===== config.mk =====
export PLATFORM = sky130hd
export DESIGN_NAME = mul_div_unit
export DESIGN_NICKNAME = d
export VERILOG_FILES = /design/src/verilog/md_ctrl_pkg.sv /design/src/verilog/md_op_pkg.sv /design/src/verilog/md_unit_if.sv /design/src/verilog/mul_div_unit.sv /design/src/verilog/md_control.sv /design/src/verilog/shift_add_multiplier.sv /design/src/verilog/shift_test_restore_divider.sv
export VERILOG_INCLUDE_DIRS = /design/src /design/src/verilog
export SDC_FILE = /design/constraint.sdc
export NUM_CORES = 1
export LEC_CHECK = 0
export ABC_AREA = 1
export BUFFER_PORTS_ARGS = -buffer_cell sky130_fd_sc_hd__buf_2
export CORE_ASPECT_RATIO = 1.75
export CORE_MARGIN = 4
export CORE_UTILIZATION = 39
export CTS_CLUSTER_SIZE = 30
export DETAILED_ROUTE_END_ITERATION = 16
export PLACE_DENSITY = 0.53
export SLEW_MARGIN = 30
export SYNTH_ARGS = -nofsm -noshare
export SYNTH_HDL_FRONTEND = slang
export SYNTH_SLANG_ARGS = --single-unit

===== constraint.sdc =====
create_clock -name CLK -period 3.7 [get_ports CLK]
set_clock_uncertainty 0.05 [all_clocks]
set_input_delay 0.37 -clock CLK [delete_from_list [all_inputs] [get_ports CLK]]
set_output_delay 0.37 -clock CLK [all_outputs]
set_load 0.1 [all_outputs]

===== src/verilog/md_consts.svh =====
// width and iteration macros; MD_CNT_BITS must be able to hold the value MD_WIDTH.
`ifndef MD_CONSTS_SVH
`define MD_CONSTS_SVH

// ########################################
// datapath sizing
// ########################################

// operand and result width of the unit, in bits.
`define MD_WIDTH 32

// width of the per-bit iteration counters in both datapath blocks.
// six bits reach 32, which is the first count loaded after a start.
`define MD_CNT_BITS 6

`endif

===== src/verilog/md_ctrl_pkg.sv =====
// control FSM and result-select encodings; both enums are 2 bits wide.
package md_ctrl_pkg;

    // states of the sequencing FSM in the control block.
    typedef enum logic [1:0] {
        ST_IDLE   = 2'd0,
        ST_LAUNCH = 2'd1,
        ST_WAIT   = 2'd2,
        ST_DONE   = 2'd3
    } md_ctrl_state_t;

    // which half of the unit output becomes the result.
    typedef enum logic [1:0] {
        SEL_LO = 2'd0,
        SEL_HI = 2'd1
    } md_sel_t;

endpackage


===== src/verilog/md_op_pkg.sv =====
// opcode encodings follow the M-extension funct3 order; the enum width is fixed at 3 bits.
package md_op_pkg;

    // the eight multiply and divide operations, in funct3 order.
    typedef enum logic [2:0] {
        OP_MUL    = 3'd0,
        OP_MULH   = 3'd1,
        OP_MULHSU = 3'd2,
        OP_MULHU  = 3'd3,
        OP_DIV    = 3'd4,
        OP_DIVU   = 3'd5,
        OP_REM    = 3'd6,
        OP_REMU   = 3'd7
    } md_op_t;

    // which datapath block serves an opcode.
    typedef enum logic {
        UNIT_MUL = 1'b0,
        UNIT_DIV = 1'b1
    } md_unit_sel_t;

    // decoded class of an opcode: the unit and how each operand is read.
    typedef struct packed {
        md_unit_sel_t unit;
        logic         a_signed;
        logic         b_signed;
    } md_op_class_t;

endpackage


===== src/verilog/md_unit_if.sv =====
// operands and sign flags must stay stable from start until finished rises again.
`timescale 1ns/1ps
`include "md_consts.svh"

interface md_unit_if;

    // launch pulse, one cycle wide, from control.
    logic                 start;
    // operand words; for the divider op_a is the dividend and op_b the divisor.
    logic [`MD_WIDTH-1:0] op_a;
    logic [`MD_WIDTH-1:0] op_b;
    // per-operand signedness.
    logic                 a_signed;
    logic                 b_signed;
    // result halves: product low/high, or quotient/remainder.
    logic [`MD_WIDTH-1:0] lo;
    logic [`MD_WIDTH-1:0] hi;
    // level, high while lo and hi hold a valid result.
    logic                 finished;

    modport ctrl (output start, op_a, op_b, a_signed, b_signed,
                  input  lo, hi, finished);

    modport unit (input  start, op_a, op_b, a_signed, b_signed,
                  output lo, hi, finished);

endinterface


===== src/verilog/mul_div_unit.sv =====
// one operation at a time with no back-pressure; take result at done or before the next start.
`timescale 1ns/1ps
`include "md_consts.svh"

module mul_div_unit
    import md_op_pkg::*;
(
    input  logic                 CLK,
    input  logic                 nRST,
    input  logic                 start,
    input  md_op_t               op,
    input  logic [`MD_WIDTH-1:0] rs1,
    input  logic [`MD_WIDTH-1:0] rs2,
    output logic                 busy,
    output logic                 done,
    output logic [`MD_WIDTH-1:0] result
);

    // one bundle per datapath block.
    md_unit_if mul_if ();
    md_unit_if div_if ();

    // ########################################
    // control
    // ########################################

    md_control i_md_control (
        .CLK    (CLK),
        .nRST   (nRST),
        .start  (start),
        .op     (op),
        .rs1    (rs1),
        .rs2    (rs2),
        .busy   (busy),
        .done   (done),
        .result (result),
        .mul_u  (mul_if.ctrl),
        .div_u  (div_if.ctrl)
    );

    // ########################################
    // datapath blocks
    // ########################################

    shift_add_multiplier i_shift_add_multiplier (
        .CLK  (CLK),
        .nRST (nRST),
        .u    (mul_if.unit)
    );

    shift_test_restore_divider i_shift_test_restore_divider (
        .CLK  (CLK),
        .nRST (nRST),
        .u    (div_if.unit)
    );

endmodule


===== src/verilog/md_control.sv =====
// starts are ignored while busy; result holds from done until the next accepted start.
`timescale 1ns/1ps
`include "md_consts.svh"

module md_control
    import md_op_pkg::*;
    import md_ctrl_pkg::*;
(
    input  logic                 CLK,
    input  logic                 nRST,
    input  logic                 start,
    input  md_op_t               op,
    input  logic [`MD_WIDTH-1:0] rs1,
    input  logic [`MD_WIDTH-1:0] rs2,
    output logic                 busy,
    output logic                 done,
    output logic [`MD_WIDTH-1:0] result,
    md_unit_if.ctrl              mul_u,
    md_unit_if.ctrl              div_u
);

    md_ctrl_state_t       state;
    md_op_t               op_q;
    logic [`MD_WIDTH-1:0] a_q;
    logic [`MD_WIDTH-1:0] b_q;
    logic                 div_zero;
    logic                 settle;
    logic                 op_is_div;
    md_op_class_t         cls;
    md_sel_t              sel;
    logic                 unit_finished;
    logic [`MD_WIDTH-1:0] unit_lo;
    logic [`MD_WIDTH-1:0] unit_hi;
    logic [`MD_WIDTH-1:0] next_result;

    // ########################################
    // opcode decode
    // ########################################

    // the incoming opcode is only checked for the zero-divisor shortcut.
    assign op_is_div = op inside {OP_DIV, OP_DIVU, OP_REM, OP_REMU};

    // everything else decodes from the latched opcode.
    always_comb begin
        cls = '{unit: UNIT_MUL, a_signed: 1'b0, b_signed: 1'b0};
        sel = SEL_HI;
        case (op_q)
            OP_MUL:    begin cls = '{UNIT_MUL, 1'b1, 1'b1}; sel = SEL_LO; end
            OP_MULH:   cls = '{UNIT_MUL, 1'b1, 1'b1};
            OP_MULHSU: cls = '{UNIT_MUL, 1'b1, 1'b0};
            OP_MULHU:  cls = '{UNIT_MUL, 1'b0, 1'b0};
            OP_DIV:    begin cls = '{UNIT_DIV, 1'b1, 1'b1}; sel = SEL_LO; end
            OP_DIVU:   begin cls = '{UNIT_DIV, 1'b0, 1'b0}; sel = SEL_LO; end
            OP_REM:    cls = '{UNIT_DIV, 1'b1, 1'b1};
            OP_REMU:   cls = '{UNIT_DIV, 1'b0, 1'b0};
            default:   sel = SEL_HI;
        endcase
    end

    // ########################################
    // sequencing FSM
    // ########################################

    always_ff @(posedge CLK or negedge nRST) begin
        if (!nRST) begin
            state    <= ST_IDLE;
            done     <= 1'b0;
            div_zero <= 1'b0;
            settle   <= 1'b0;
        end else begin
            done <= 1'b0;
            case (state)
                ST_IDLE: begin
                    if (start) begin
                        // a zero divisor skips the divider entirely.
                        div_zero <= op_is_div && (rs2 == '0);
                        state    <= (op_is_div && (rs2 == '0)) ? ST_DONE : ST_LAUNCH;
                    end
                end
                ST_LAUNCH: begin
                    settle <= 1'b1;
                    state  <= ST_WAIT;
                end
                ST_WAIT: begin
                    // finished is ignored on the first wait cycle after the pulse.
                    settle <= 1'b0;
                    if (!settle && unit_finished) begin
                        state <= ST_DONE;
                    end
                end
                ST_DONE: begin
                    done  <= 1'b1;
                    state <= ST_IDLE;
                end
                default: state <= ST_IDLE;
            endcase
        end
    end

    // operands are latched once per accepted start and result once per done.
    always_ff @(posedge CLK) begin
        if (state == ST_IDLE && start) begin
            op_q <= op;
            a_q  <= rs1;
            b_q  <= rs2;
        end
        if (state == ST_DONE) begin
            result <= next_result;
        end
    end

    // ########################################
    // unit ports and result select
    // ########################################

    assign unit_finished = (cls.unit == UNIT_DIV) ? div_u.finished : mul_u.finished;
    assign unit_lo       = (cls.unit == UNIT_DIV) ? div_u.lo : mul_u.lo;
    assign unit_hi       = (cls.unit == UNIT_DIV) ? div_u.hi : mul_u.hi;

    // division by zero: quotient all ones, remainder equals the dividend.
    always_comb begin
        if (div_zero) begin
            next_result = (sel == SEL_LO) ? '1 : a_q;
        end else begin
            next_result = (sel == SEL_LO) ? unit_lo : unit_hi;
        end
    end

    // both units see the same operands; only the chosen one gets the pulse.
    assign mul_u.start    = (state == ST_LAUNCH) && (cls.unit == UNIT_MUL);
    assign mul_u.op_a     = a_q;
    assign mul_u.op_b     = b_q;
    assign mul_u.a_signed = cls.a_signed;
    assign mul_u.b_signed = cls.b_signed;
    assign div_u.start    = (state == ST_LAUNCH) && (cls.unit == UNIT_DIV);
    assign div_u.op_a     = a_q;
    assign div_u.op_b     = b_q;
    assign div_u.a_signed = cls.a_signed;
    assign div_u.b_signed = cls.b_signed;

    assign busy = (state != ST_IDLE);

endmodule


===== src/verilog/shift_add_multiplier.sv =====
// each operand takes its own sign flag; the full double-width product is kept.
`timescale 1ns/1ps
`include "md_consts.svh"

module shift_add_multiplier (
    input logic     CLK,
    input logic     nRST,
    md_unit_if.unit u
);

    localparam int W = `MD_WIDTH;

    logic [W-1:0]            mcand_mag;
    logic [W-1:0]            mplier_mag;
    logic                    neg_prod;
    logic [W:0]              partial;
    logic [2*W-1:0]          prod;
    logic [`MD_CNT_BITS-1:0] count;
    logic                    fix_pending;
    logic                    finished;

    // ########################################
    // operand magnitudes
    // ########################################

    // magnitudes are formed per operand, so MULHSU reads op_b as unsigned.
    assign mcand_mag  = (u.a_signed && u.op_a[W-1]) ? -u.op_a : u.op_a;
    assign mplier_mag = (u.b_signed && u.op_b[W-1]) ? -u.op_b : u.op_b;

    // the product is negative when exactly one signed operand is negative.
    assign neg_prod = (u.a_signed && u.op_a[W-1]) ^ (u.b_signed && u.op_b[W-1]);

    // upper half plus the multiplicand when the current multiplier bit is set.
    // the carry lands in the extra top bit and is shifted down next.
    assign partial = {1'b0, prod[2*W-1:W]} + (prod[0] ? {1'b0, mcand_mag} : '0);

    // ########################################
    // sequencing
    // ########################################

    // one cycle per multiplier bit, then one cycle for the sign fix.
    always_ff @(posedge CLK or negedge nRST) begin
        if (!nRST) begin
            count       <= '0;
            fix_pending <= 1'b0;
            finished    <= 1'b0;
        end else if (u.start) begin
            count       <= `MD_CNT_BITS'(W);
            fix_pending <= 1'b1;
            finished    <= 1'b0;
        end else if (count != '0) begin
            count <= count - 1'b1;
        end else if (fix_pending) begin
            fix_pending <= 1'b0;
            finished    <= 1'b1;
        end
    end

    // ########################################
    // product register
    // ########################################

    // the multiplier starts in the low half and is consumed from bit 0 upward.
    always_ff @(posedge CLK) begin
        if (u.start) begin
            prod <= {{W{1'b0}}, mplier_mag};
        end else if (count != '0) begin
            prod <= {partial, prod[W-1:1]};
        end else if (fix_pending && neg_prod) begin
            // two's complement over the whole double-width product.
            prod <= -prod;
        end
    end

    assign u.lo       = prod[W-1:0];
    assign u.hi       = prod[2*W-1:W];
    assign u.finished = finished;

endmodule


===== src/verilog/shift_test_restore_divider.sv =====
// signedness comes from a_signed only; a zero divisor must be caught before this block.
`timescale 1ns/1ps
`include "md_consts.svh"

module shift_test_restore_divider (
    input logic     CLK,
    input logic     nRST,
    md_unit_if.unit u
);

    localparam int W = `MD_WIDTH;

    logic [W-1:0]             dividend_mag;
    logic [W-1:0]             divisor_mag;
    logic                     neg_quo;
    logic                     neg_rem;
    logic [W+1:0]             rem;
    logic [W-1:0]             quo;
    logic [`MD_CNT_BITS-1:0]  count;
    logic                     test_phase;
    logic                     adjust_pending;
    logic                     finished;

    // ########################################
    // operand magnitudes and result signs
    // ########################################

    // the operands are held steady by control, so these can stay combinational.
    // the most negative value maps onto its own unsigned pattern, which is correct.
    assign dividend_mag = (u.a_signed && u.op_a[W-1]) ? -u.op_a : u.op_a;
    assign divisor_mag  = (u.a_signed && u.op_b[W-1]) ? -u.op_b : u.op_b;

    // the quotient is negative when the operand signs differ.
    assign neg_quo = u.a_signed && (u.op_a[W-1] ^ u.op_b[W-1]);
    // the remainder follows the sign of the dividend.
    assign neg_rem = u.a_signed && u.op_a[W-1];

    // ########################################
    // iteration control
    // ########################################

    // each bit takes two cycles, and one more cycle fixes the signs.
    always_ff @(posedge CLK or negedge nRST) begin
        if (!nRST) begin
            count          <= '0;
            test_phase     <= 1'b0;
            adjust_pending <= 1'b0;
            finished       <= 1'b0;
        end else if (u.start) begin
            count          <= `MD_CNT_BITS'(W);
            test_phase     <= 1'b0;
            adjust_pending <= 1'b1;
            finished       <= 1'b0;
        end else if (count != '0) begin
            // the counter only moves on the test half of a bit.
            if (test_phase) begin
                count <= count - 1'b1;
            end
            test_phase <= ~test_phase;
        end else if (adjust_pending) begin
            adjust_pending <= 1'b0;
            finished       <= 1'b1;
        end
    end

    // ########################################
    // remainder and quotient registers
    // ########################################

    // rem carries two extra bits: one for the shifted-in bit, one for the sign.
    always_ff @(posedge CLK) begin
        if (u.start) begin
            rem <= '0;
            quo <= dividend_mag;
        end else if (count != '0) begin
            if (!test_phase) begin
                // shift the next dividend bit in and trial-subtract the divisor.
                rem <= {1'b0, rem[W-1:0], quo[W-1]} - {2'b00, divisor_mag};
                quo <= {quo[W-2:0], 1'b0};
            end else if (rem[W+1]) begin
                // the trial went negative, so undo it and keep a zero bit.
                rem <= rem + {2'b00, divisor_mag};
            end else begin
                quo[0] <= 1'b1;
            end
        end else if (adjust_pending) begin
            // final sign fix on the magnitudes.
            if (neg_quo) begin
                quo <= -quo;
            end
            if (neg_rem) begin
                rem <= {2'b00, -rem[W-1:0]};
            end
        end
    end

    assign u.lo       = quo;
    assign u.hi       = rem[W-1:0];
    assign u.finished = finished;

endmodule


**Word level (Yosys, flattened, before mapping)**

Cells that the tools add are included.
Widths: inputs -> output; s select.

- Flip-flop bits (word level): 251
- Input bits: 70
- Output and inout port bits: 34
- Word-level logic and storage cells: 150

- Add/sub/neg operators: 10
- Eq/ne operators: 21
- Muxes and demuxes: 50
- Bitwise gates (word level): 4
- Reductions and logical operators: 44

Operators by type and width:

| kind | count |
|---|---|
| $mux 32 | 14 |
| $mux 34 | 5 |
| $mux 64 | 2 |
| $neg 32->32 | 4 |
| $neg 64->64 | 1 |
| $add 34x32->34 | 1 |
| $sub 33x32->34 | 1 |
| $add 32x33->33 | 1 |
| $logic_not 32->1 | 1 |
| $mux 31 | 1 |
| $mux 6 | 5 |
| $eq 3x3->1 const B | 8 |
| $reduce_bool 2->1 | 10 |
| $mux 1 | 17 |
| $pmux 3 s5 | 1 |
| $reduce_and 2->1 | 6 |
| $reduce_bool 6->1 | 2 |
| $sub 6x1->6 const B | 2 |
| $logic_and 1x1->1 | 10 |
| $reduce_and 3->1 | 3 |
| $reduce_bool 3->1 | 3 |
| $pmux 2 s4 | 1 |
| $eq 3x2->1 const B | 2 |
| $mux 2 | 3 |
| other kinds (17) | 25 |

**Depth between registers and ports, before layout**

Gate-level depths: netlist (run 1).

- Depth in word-level cells: 9
- Depth in mapped cells: 28
- Depth with buffers taken out: 28

**Cells and area by module**

A second synthesis (run 1) with hierarchy kept.

- Cells, all modules: 4285
- Area total of the unflattened synthesis: 26648.1 µm²

By module, submodules not included:

| module | instances | cells each | area an instance (µm²) | sequential area each (µm²) |
|---|---|---|---|---|
| shift_test_restore_divider | 1 | 2133 | 11865.1 | 1866.8 |
| shift_add_multiplier | 1 | 1619 | 9185.1 | 1801.7 |
| md_control | 1 | 533 | 5597.9 | 3098.0 |

**Worst setup path after synthesis (run 1)**

No wires, ideal clock.

- Path type: register -> register
- Start: register i_md_control.b_q[0] (netlist: i_md_control.div_u.op_b[0])
- End: register i_shift_test_restore_divider.rem[15]
- Library setup time: 119 ps
- Arrival time: 3082 ps
- Required time: 3531 ps
- Path slack: 449 ps
- Cell stages (with the launch flop): 23
- Buffers on the path: 0
- Period minus slack after synthesis: 3251 ps
- Path through: edfxtp_1 -> inv_1 -> ha_1 -> nand3_1 -> nor2_1 -> nand2_1 -> nor3_1 -> xor2_1 -> nor2_1 -> a21oi_1 -> inv_1 -> ha_1 -> nand2_1 -> inv_1 -> nand2_1 -> inv_1 -> a21oi_1 -> nand2_1 -> or2_2 -> nand3_1 -> nand2_1 -> nand2_1 -> a21oi_1

- Cells in the longest elaborated chain, start to end: 6
- Elaborated cells on any way between the ends: 7
- Classes of those cells: add/sub: 3; mux: 4

RTL lines:

| element | line | text |
|---|---|---|
| start, declared | md_control.sv:25 | `` logic [`MD_WIDTH-1:0] b_q; `` |
| start signal, assigned | md_control.sv:105 | `b_q <= rs2;` |
| $neg 32->32 | shift_test_restore_divider.sv:31 | `assign divisor_mag = (u.a_signed && u.op_b[W-1]) ? -u.op_b : u.op_b;` |
| $mux 32 (*) | shift_test_restore_divider.sv:31 |  |
| $add 34x32->34 | shift_test_restore_divider.sv:82 | `rem <= rem + {2'b00, divisor_mag};` |
| $mux 34 | shift_test_restore_divider.sv:80 | `end else if (rem[W+1]) begin` |
| $mux 34 (*) | shift_test_restore_divider.sv:76 | `if (!test_phase) begin` |
| $mux 34 (*) | shift_test_restore_divider.sv:75 | `end else if (count != '0) begin` |
| end signal, assigned | shift_test_restore_divider.sv:78 | `rem <= {1'b0, rem[W-1:0], quo[W-1]} - {2'b00, divisor_mag};` |
| end signal, assigned | shift_test_restore_divider.sv:82 |  |
| end signal, assigned | shift_test_restore_divider.sv:92 | `rem <= {2'b00, -rem[W-1:0]};` |
| end, declared | shift_test_restore_divider.sv:17 | `logic [W+1:0] rem;` |

Mark *: on every way between the ends. The rest lies on a longest branch, timed or not. The select of a mux whose other input is x is not followed.
A chain may end at the register's enable or synchronous reset.

**Final worst setup path (run 1)**

- Start: register i_md_control.b_q[0] (netlist: i_md_control.div_u.op_b[0])
- End: register i_shift_test_restore_divider.rem[33]

The elaborated chain is that of the path after synthesis.

==> results.md, run 1 <==
- true — unrepaired setup endpoints after global routing
- 28547 — via count
- 2320 — starting DRC count in detailed routing
- yes — clock tree from TritonCTS
- finished clean — result of the run
- 0.2315 — fraction of final layout cells with drive strength greater than 1
- 0.03296 W — Final Total Pwr
- 0 — Remaining DRCs
- 0.9883 — post-route clock period utilization
- 1.064 — final weighted congestion in routability-driven placement
- 5.509 — vias per cell
- 31960 µm² — Finished Cell Area
- 0 — count of synthesis-stage warnings from yosys
- sky130_fd_sc_hd__edfxtp_1, sky130_fd_sc_hd__nand2_1, sky130_fd_sc_hd__inv_1, sky130_fd_sc_hd__nor2_1, sky130_fd_sc_hd__nand3_1 — main area contributors after synthesis
- 0 — total of max-cap violations
- 65650 µm² — die area
- 0.3923 — initial cell density of the core
- 0 — max-slew violations
- 4070 ps — arrival time of the worst setup path
- -252.0 ps — pre-CTS WS
- 1031 nW/µm² — cell area power density
- 6.350 µm² — average instance area after synthesis
- 0 — number of hold violations in the final report
- 0.3503 — gr usage total
- 172900 µm — wire length of the first global-routing pass
- 6 — Pre-antenna DRT Iters
- flip-flop — Critical Path Source Type
- 61110 µm² — total core area
- 0 — number of inserted diodes
- sky130_fd_sc_hd__nand2_1 — commonest non-fill, non-tap cell in the layout
- 104 — io pins
- 1 — initial antenna violation count
- sky130_fd_sc_hd__edfxtp_1 — flip-flop cell with the highest count after synthesis
- 251 — synthesized flop and latch total
- 0.2823 — sequential-to-total area share from yosys stat
- 0.08765 — share of flip-flops with an asynchronous set or reset after synthesis
- 28 — TritonCTS Buffers
- 0.0006461 V — worst voltage drop across the vdd grid
- flip-flop to flip-flop — Crit Path Category
- 40 ps — setup slack of the most critical reg-to-reg path
- 4110 ps — Data required, critical path
- 6766 µm² — Seq. cell area
- flip-flop — kind of end point of the critical path
- primary input to flip-flop — Hold Path Class
- 0.2735 GHz — maximum clock rate
- 6363 — filler instances
- 163 — Post-synth EDFFs
- 120 — Std-Cell Rows
- 336.0 µm — Die H
- 120300 µm — aggregate routed wire length
- 14.79 nW — leakage power summed over all cells
- 103 — count of buffers inserted at the top-level ports
- 3775 — Post-Synthesis Cells
- 57 — post-synth cell types
- 0.3702 — worst slew margin relative to its limit
- simple AND/OR/NAND/NOR gates — Worst path top cell family by delay
- 0 — final count of negative-setup-slack endpoints
- 400 ps — Critical Path Max Stage Delay
- 610 ps — clock insertion delay at the later pin of the skew report
- sky130_fd_sc_hd__nand2_1 — most frequent cell on the critical path
- 3 — Clock Path Buffers
- sky130_fd_sc_hd__edfxtp_1 — Yosys top cell by area
- 195.4 µm — horizontal die dimension
- 1 — number of H-tree branching levels
- 3 — Crit path buffers/inverters
- sky130_fd_sc_hd__clkbuf_16 — root buf cell
- 3657 ps — Final Critical Period
- 944.6 ps — transition time at the pin with the least slew margin
- sky130_fd_sc_hd__edfxtp_1 — Critical-path top delay cell
- 4549 — final net count
- 23.22 µm — routed wirelength normalized by instance count
- 112 — pin count of the biggest net entering global routing
- 3957 — synthesized netlist net count
- sky130_fd_sc_hd__nand2_1, sky130_fd_sc_hd__inv_1, sky130_fd_sc_hd__buf_4 — commonest cells after routing, fill and taps aside
- 98550 µm — post-detailed-placement half-perimeter wirelength
- 70 ps — Reg clk slew, reported paths
- 0.2042 — portion of synthesized cell area occupied by the leading cell type
- 0.5230 — Layout Utilization
- 33.31% — area delta synth->final
- 28570 µm² — Placed Instance Area
- 16250 µm² — area of combinational cells with multiple inputs
- 23970 µm² — Mapped Area
- 251 — number of sinks driven by the clock tree
- 4 — Crit Path Max Fanout
- 0 — GRT Residual Overflow
- 43.28 ps — PnR worst setup slack
- 0 — final antenna-violating net count
- 28227 — vias in the first global route
[Yosys cell counts, types with 7 or more instances]
master                        n
sky130_fd_sc_hd__a21oi_1    246
sky130_fd_sc_hd__a22oi_1      9
sky130_fd_sc_hd__a31oi_1     18
sky130_fd_sc_hd__a32oi_1     30
sky130_fd_sc_hd__buf_2       18
sky130_fd_sc_hd__clkbuf_1    65
sky130_fd_sc_hd__dfrtp_1     22
sky130_fd_sc_hd__dfxtp_1     66
sky130_fd_sc_hd__edfxtp_1   163
sky130_fd_sc_hd__ha_1       109
sky130_fd_sc_hd__inv_1      531
sky130_fd_sc_hd__inv_2        8
sky130_fd_sc_hd__nand2_1   1031
sky130_fd_sc_hd__nand3_1    286
sky130_fd_sc_hd__nand3b_1    22
sky130_fd_sc_hd__nand4_1     49
sky130_fd_sc_hd__nor2_1     440
sky130_fd_sc_hd__nor2_2      13
sky130_fd_sc_hd__nor2_4      10
sky130_fd_sc_hd__nor3_1      51
sky130_fd_sc_hd__nor4_1      22
sky130_fd_sc_hd__o211ai_1    82
sky130_fd_sc_hd__o21a_1       7
sky130_fd_sc_hd__o21ai_0    236
sky130_fd_sc_hd__o21ai_1      7
sky130_fd_sc_hd__o221ai_1    21
sky130_fd_sc_hd__o22ai_1     22
sky130_fd_sc_hd__or2_2       19
sky130_fd_sc_hd__xnor2_1     13
sky130_fd_sc_hd__xor2_1      93
[layer usage]
metal,vias up,part of all wire,wire length [µm],global-route usage
met4,0,0.13,15580,0.3428
met3,508,0.045,5412,0.03819
li1,13747,-,-,-
met5,-,0,0,0
met2,1125,0.50,60070,0.6366
met1,13167,0.33,39290,0.3348
[path summary, 6_finish.rpt]
check	startpoint	end	cells after the start
min in group asynchronous	nRST	i_shift_add_multiplier.count[2]	2
max in group asynchronous	nRST	i_md_control.done	2
worst max-delay path	i_md_control.div_u.op_b[0]	i_shift_test_restore_divider.rem[33]	25
worst min-delay path	rs1[31]	i_md_control.div_u.op_a[31]	1
worst max register to register	i_md_control.div_u.op_b[0]	i_shift_test_restore_divider.rem[33]	25
worst min register to register	i_shift_add_multiplier.count[0]	i_shift_add_multiplier.count[0]	1
[per-stage QoR]
stage,hold WS [ps],cells,setup TNS [ps]
after floorplan,24.41,3775,0
after global placement,399.0,5029,-4200
after detailed placement,399.6,5029,-4033
after CTS,2.904,5153,-16.61
after global routing,27.17,5182,-1261
final,21.70,5182,0
[repair_timing]
action,CTS,global route
hold endpoints to repair,88,0
endpoints found under the setup margin,35,49
gates resized for setup,54,337
setup buffers,5,29
hold buffers,67,0
pin swaps,6,72
[sequential cells by signal (all words and copies together) (netlist names), 2 cells and up]
| register | flops |
|---|---|
| i_md_control.div_u.op_a | 32 |
| i_md_control.div_u.op_b | 32 |
| i_md_control.op_q | 3 |
| i_md_control.result | 32 |
| i_md_control.state | 2 |
| i_shift_add_multiplier.count | 6 |
| i_shift_add_multiplier.prod | 64 |
| i_shift_test_restore_divider.count | 6 |
| i_shift_test_restore_divider.rem | 34 |
| i_shift_test_restore_divider.u.lo | 32 |
[logic make-up (layout without fill, tap and decap cells)]
| group | Yosys count | after routing | share of synthesized area |
|---|---|---|---|
| AO/OA/AOI/OAI | 701 | 701 | 0.1699 |
| adder cells (fa/ha/maj) | 112 | 112 | 0.05940 |
| buffers and inverters | 639 | 1253 | 0.1028 |
| multiplexers | 1 | 1 | 0.0004176 |
| XOR/XNOR | 106 | 106 | 0.03873 |
| AND/OR/NAND/NOR | 1965 | 1965 | 0.3465 |
| flip-flops | 251 | 251 | 0.2823 |
[worst reg2reg max path, cell delays in order, from the launching register on]
cell and delay, ps:
sky130_fd_sc_hd__edfxtp_1 400, sky130_fd_sc_hd__inv_2 120, sky130_fd_sc_hd__nand4_1 150, sky130_fd_sc_hd__nor2_2 200, sky130_fd_sc_hd__nand2_2 130, sky130_fd_sc_hd__nor2_4 180, sky130_fd_sc_hd__nand3_2 150, sky130_fd_sc_hd__nor2_2 170
sky130_fd_sc_hd__nand2_1 60, sky130_fd_sc_hd__nand2_1 80, sky130_fd_sc_hd__nor2_1 50, sky130_fd_sc_hd__a21oi_2 190, sky130_fd_sc_hd__buf_6 190, sky130_fd_sc_hd__inv_4 50, sky130_fd_sc_hd__ha_4 280, sky130_fd_sc_hd__nand2_4 60
sky130_fd_sc_hd__nor2_4 150, sky130_fd_sc_hd__nand2_4 80, sky130_fd_sc_hd__nor4_4 260, sky130_fd_sc_hd__nand2_2 130, sky130_fd_sc_hd__nand2_2 90, sky130_fd_sc_hd__nand2_1 50, sky130_fd_sc_hd__nand3_1 60, sky130_fd_sc_hd__nand2_1 60
sky130_fd_sc_hd__nand2_1 80, sky130_fd_sc_hd__a21oi_1 50
[power by group]
group          internal (W)  leakage [nW]  switching (W)  total (W)
sequential          0.00459          2.41        0.00188    0.00647
clock               0.00162         0.452        0.00137    0.00299
combinational       0.00871          11.9         0.0148     0.0235
[cell type report]
type / instances / area share
flip-flops and latches: 251 / 0.2117
clock inverters: 18 / 0.005560
repair buffers: 658 / 0.1552
inverters: 543 / 0.06437
multi-input cells: 2885 / 0.5085
well taps: 793 / 0.03105
clock buffers: 34 / 0.02361
No activity file was read; power rests on OpenSTA's default activity.
==> run 2: changes to the inputs <==
--- a/config.mk
+++ b/config.mk
@@ -14,6 +14,7 @@
 export CTS_CLUSTER_SIZE = 30
 export DETAILED_ROUTE_END_ITERATION = 16
 export PLACE_DENSITY = 0.53
+export RECOVER_POWER = 50
 export SLEW_MARGIN = 30
 export SYNTH_ARGS = -nofsm -noshare
 export SYNTH_HDL_FRONTEND = slang
==> results.md, run 2 (synthesis results as in run 1) <==
- 0.2135 — fraction of final layout cells with drive strength greater than 1, was 0.2315
- 0.5205 — Layout Utilization, was 0.5230
- 1 — number of H-tree branching levels, unchanged
- sky130_fd_sc_hd__clkbuf_16 — root buf cell, unchanged
- yes — clock tree from TritonCTS, unchanged
- 0.9878 — post-route clock period utilization, was 0.9883
- flip-flop — kind of end point of the critical path, unchanged
- rs1[31] — hold_sp, unchanged
- true — unrepaired setup endpoints after global routing, unchanged
- 4190 ps — Data required, critical path, was 4110 ps
- 610 ps — clock insertion delay at the later pin of the skew report, about the same
- 0 — GRT Residual Overflow, unchanged
- 28227 — vias in the first global route, unchanged
- 120400 µm — aggregate routed wire length, was 120300 µm
- i_shift_add_multiplier.prod — register with the highest flop count, unchanged
- 1034 nW/µm² — cell area power density, was 1031 nW/µm²
- 112 — pin count of the biggest net entering global routing, unchanged
- 28551 — via count, was 28547
- 114.2 ps — worst hold slack, was 21.70 ps
- 5.510 — vias per cell, was 5.509
- 32.69% — area delta synth->final, was 33.31%
- -252.0 ps — pre-CTS WS, unchanged
- 28570 µm² — Placed Instance Area, unchanged
- 0 — final antenna-violating net count, unchanged
- 28 — TritonCTS Buffers, unchanged
- 2068 ps — transition time at the pin with the least slew margin, was 944.6 ps
- flip-flop to flip-flop — Crit Path Category, unchanged
- 4140 ps — arrival time of the worst setup path, was 4070 ps
- 1.064 — final weighted congestion in routability-driven placement, unchanged
- 251 — number of sinks driven by the clock tree, unchanged
- 64 — flip-flop count of the largest register, all copies and words added, unchanged
- 3 — Clock Path Buffers, unchanged
- 0 — final count of negative-setup-slack endpoints, unchanged
- 0 — number of hold violations in the final report, unchanged
- 7 — Crit Path Max Fanout, was 4
- i_md_control.op_q[1] — launching point of the worst reg2reg path, was i_md_control.div_u.op_b[0]
- capacitance limit, slew limit — violated checks
- 6 — total of max-cap violations, was 0
- 23.23 µm — routed wirelength normalized by instance count, was 23.22 µm
- 0.3503 — gr usage total, unchanged
- 31810 µm² — Finished Cell Area, was 31960 µm²
- sky130_fd_sc_hd__nand2_1 — commonest non-fill, non-tap cell in the layout, unchanged
- 1 — initial antenna violation count, unchanged
- 273 — max-slew violations, was 0
- 14.57 nW — leakage power summed over all cells, was 14.79 nW
- 4549 — final net count, unchanged
- 70 ps — Reg clk slew, reported paths, about the same
- primary input to flip-flop — Hold Path Class, unchanged
- 45.21 ps — PnR worst setup slack, was 43.28 ps
- 0.2736 GHz — maximum clock rate, was 0.2735 GHz
- sky130_fd_sc_hd__nand2_1, sky130_fd_sc_hd__inv_1, sky130_fd_sc_hd__buf_4 — commonest cells after routing, fill and taps aside, unchanged
- 195.4 µm — horizontal die dimension, unchanged
- 0 — number of inserted diodes, unchanged
- 0 — Remaining DRCs, unchanged
- i_md_control.op_q[1] — crit path from, was i_md_control.div_u.op_b[0]
- flip-flop — Critical Path Source Type, unchanged
- -0.3788 — worst slew margin relative to its limit, was 0.3702
- 336.0 µm — Die H, unchanged
- i_shift_add_multiplier.prod x64, i_shift_test_restore_divider.rem x34 — registers with the highest flip-flop counts, unchanged
- 98550 µm — post-detailed-placement half-perimeter wirelength, unchanged
- 2238 — starting DRC count in detailed routing, was 2320
- 104 — io pins, unchanged
- finished, violations left — result of the run, was finished clean
- 103 — count of buffers inserted at the top-level ports, unchanged
- 3655 ps — Final Critical Period, was 3657 ps
- 65650 µm² — die area, unchanged
- 172900 µm — wire length of the first global-routing pass, unchanged
- 120 — Std-Cell Rows, unchanged
- 0.3923 — initial cell density of the core, unchanged
- 0.0006411 V — worst voltage drop across the vdd grid, was 0.0006461 V
- 8 — Pre-antenna DRT Iters, was 6
- 61110 µm² — total core area, unchanged
[run 2: cell types whose count changed in the layout (fill, tap and decap cells not counted), sizes merged]
| cell | before | now |
|---|---|---|
| buf | 591 | 517 |
| clkbuf | 34 | 108 |
| clkinv | 10 | 9 |
| clkinvlp | 4 | 5 |
[run 2: area by class of cell]
class	count	area (µm²)
timing repair buffer	658	4838
sequential	251	6766
tap	793	992.2
clock inverter	18	177.7
clock buffer	34	754.5
multi-input combinational	2885	16220
fill	6414	29300
inverter	543	2057
[run 2: worst paths after layout]
| path | slack [ps] | depth (start not counted) | end |
|---|---|---|---|
| min in group asynchronous | 710 | 2 | i_shift_add_multiplier.count[2] |
| worst max register to register | 50 | 21 | i_shift_add_multiplier.prod[51] |
| worst max-delay path | 50 | 21 | i_shift_add_multiplier.prod[51] |
| max in group asynchronous | 1830 | 2 | i_shift_test_restore_divider.count[1] |
| worst min register to register | 450 | 1 | i_shift_add_multiplier.count[0] |
| worst min-delay path | 110 | 1 | i_md_control.div_u.op_a[31] |
[run 2: stage by stage]
step                instances  TNS (ps)  total power [W]
finish                   5182         0          0.03289
global route             5182     -1483          0.03506
global placement         5029     -4200          0.02748
detailed placement       5029     -4033          0.02749
CTS                      5153    -16.61          0.03086
floorplan                3775         0          0.01788
[run 2: report_power, final]
| part | leakage, nW | switching, W | internal [W] |
|---|---|---|---|
| Combinational | 11.7 | 0.0148 | 0.00865 |
| Sequential | 2.41 | 0.00188 | 0.00460 |
| Clock | 0.452 | 0.00137 | 0.00162 |
[run 2: worst max-delay path, cell delays in order (launching register included)]
cell and delay (ps):
sky130_fd_sc_hd__edfxtp_1 480, sky130_fd_sc_hd__o21ai_4 270, sky130_fd_sc_hd__nand2_1 90, sky130_fd_sc_hd__buf_4 180, sky130_fd_sc_hd__inv_2 140, sky130_fd_sc_hd__nand2_1 120
sky130_fd_sc_hd__o21ai_1 180, sky130_fd_sc_hd__xor2_1 230, sky130_fd_sc_hd__buf_4 180, sky130_fd_sc_hd__nor2_4 50, sky130_fd_sc_hd__ha_4 290, sky130_fd_sc_hd__nand2_1 130
sky130_fd_sc_hd__nor2_1 150, sky130_fd_sc_hd__inv_1 70, sky130_fd_sc_hd__buf_4 130, sky130_fd_sc_hd__nor2_1 140, sky130_fd_sc_hd__buf_4 140, sky130_fd_sc_hd__nand2_1 40
sky130_fd_sc_hd__nand2_1 90, sky130_fd_sc_hd__xor2_2 200, sky130_fd_sc_hd__nor2_1 70, sky130_fd_sc_hd__nor2_1 150
[run 2: timing repair]
action / CTS / global route
setup buffers: 5 / 29
hold buffers: 67 / 0
hold endpoints to repair: 88 / 0
setup endpoints to repair: 35 / 49
pin swaps: 6 / 72
cloned: 0 / 0
gates resized for setup: 54 / 337
[run 2: layer usage]
layer | GRT usage | wire [µm]
met5 | 0 | 0
met2 | 0.6366 | 59840
met1 | 0.3348 | 39370
met3 | 0.03819 | 5360
met4 | 0.3428 | 15800
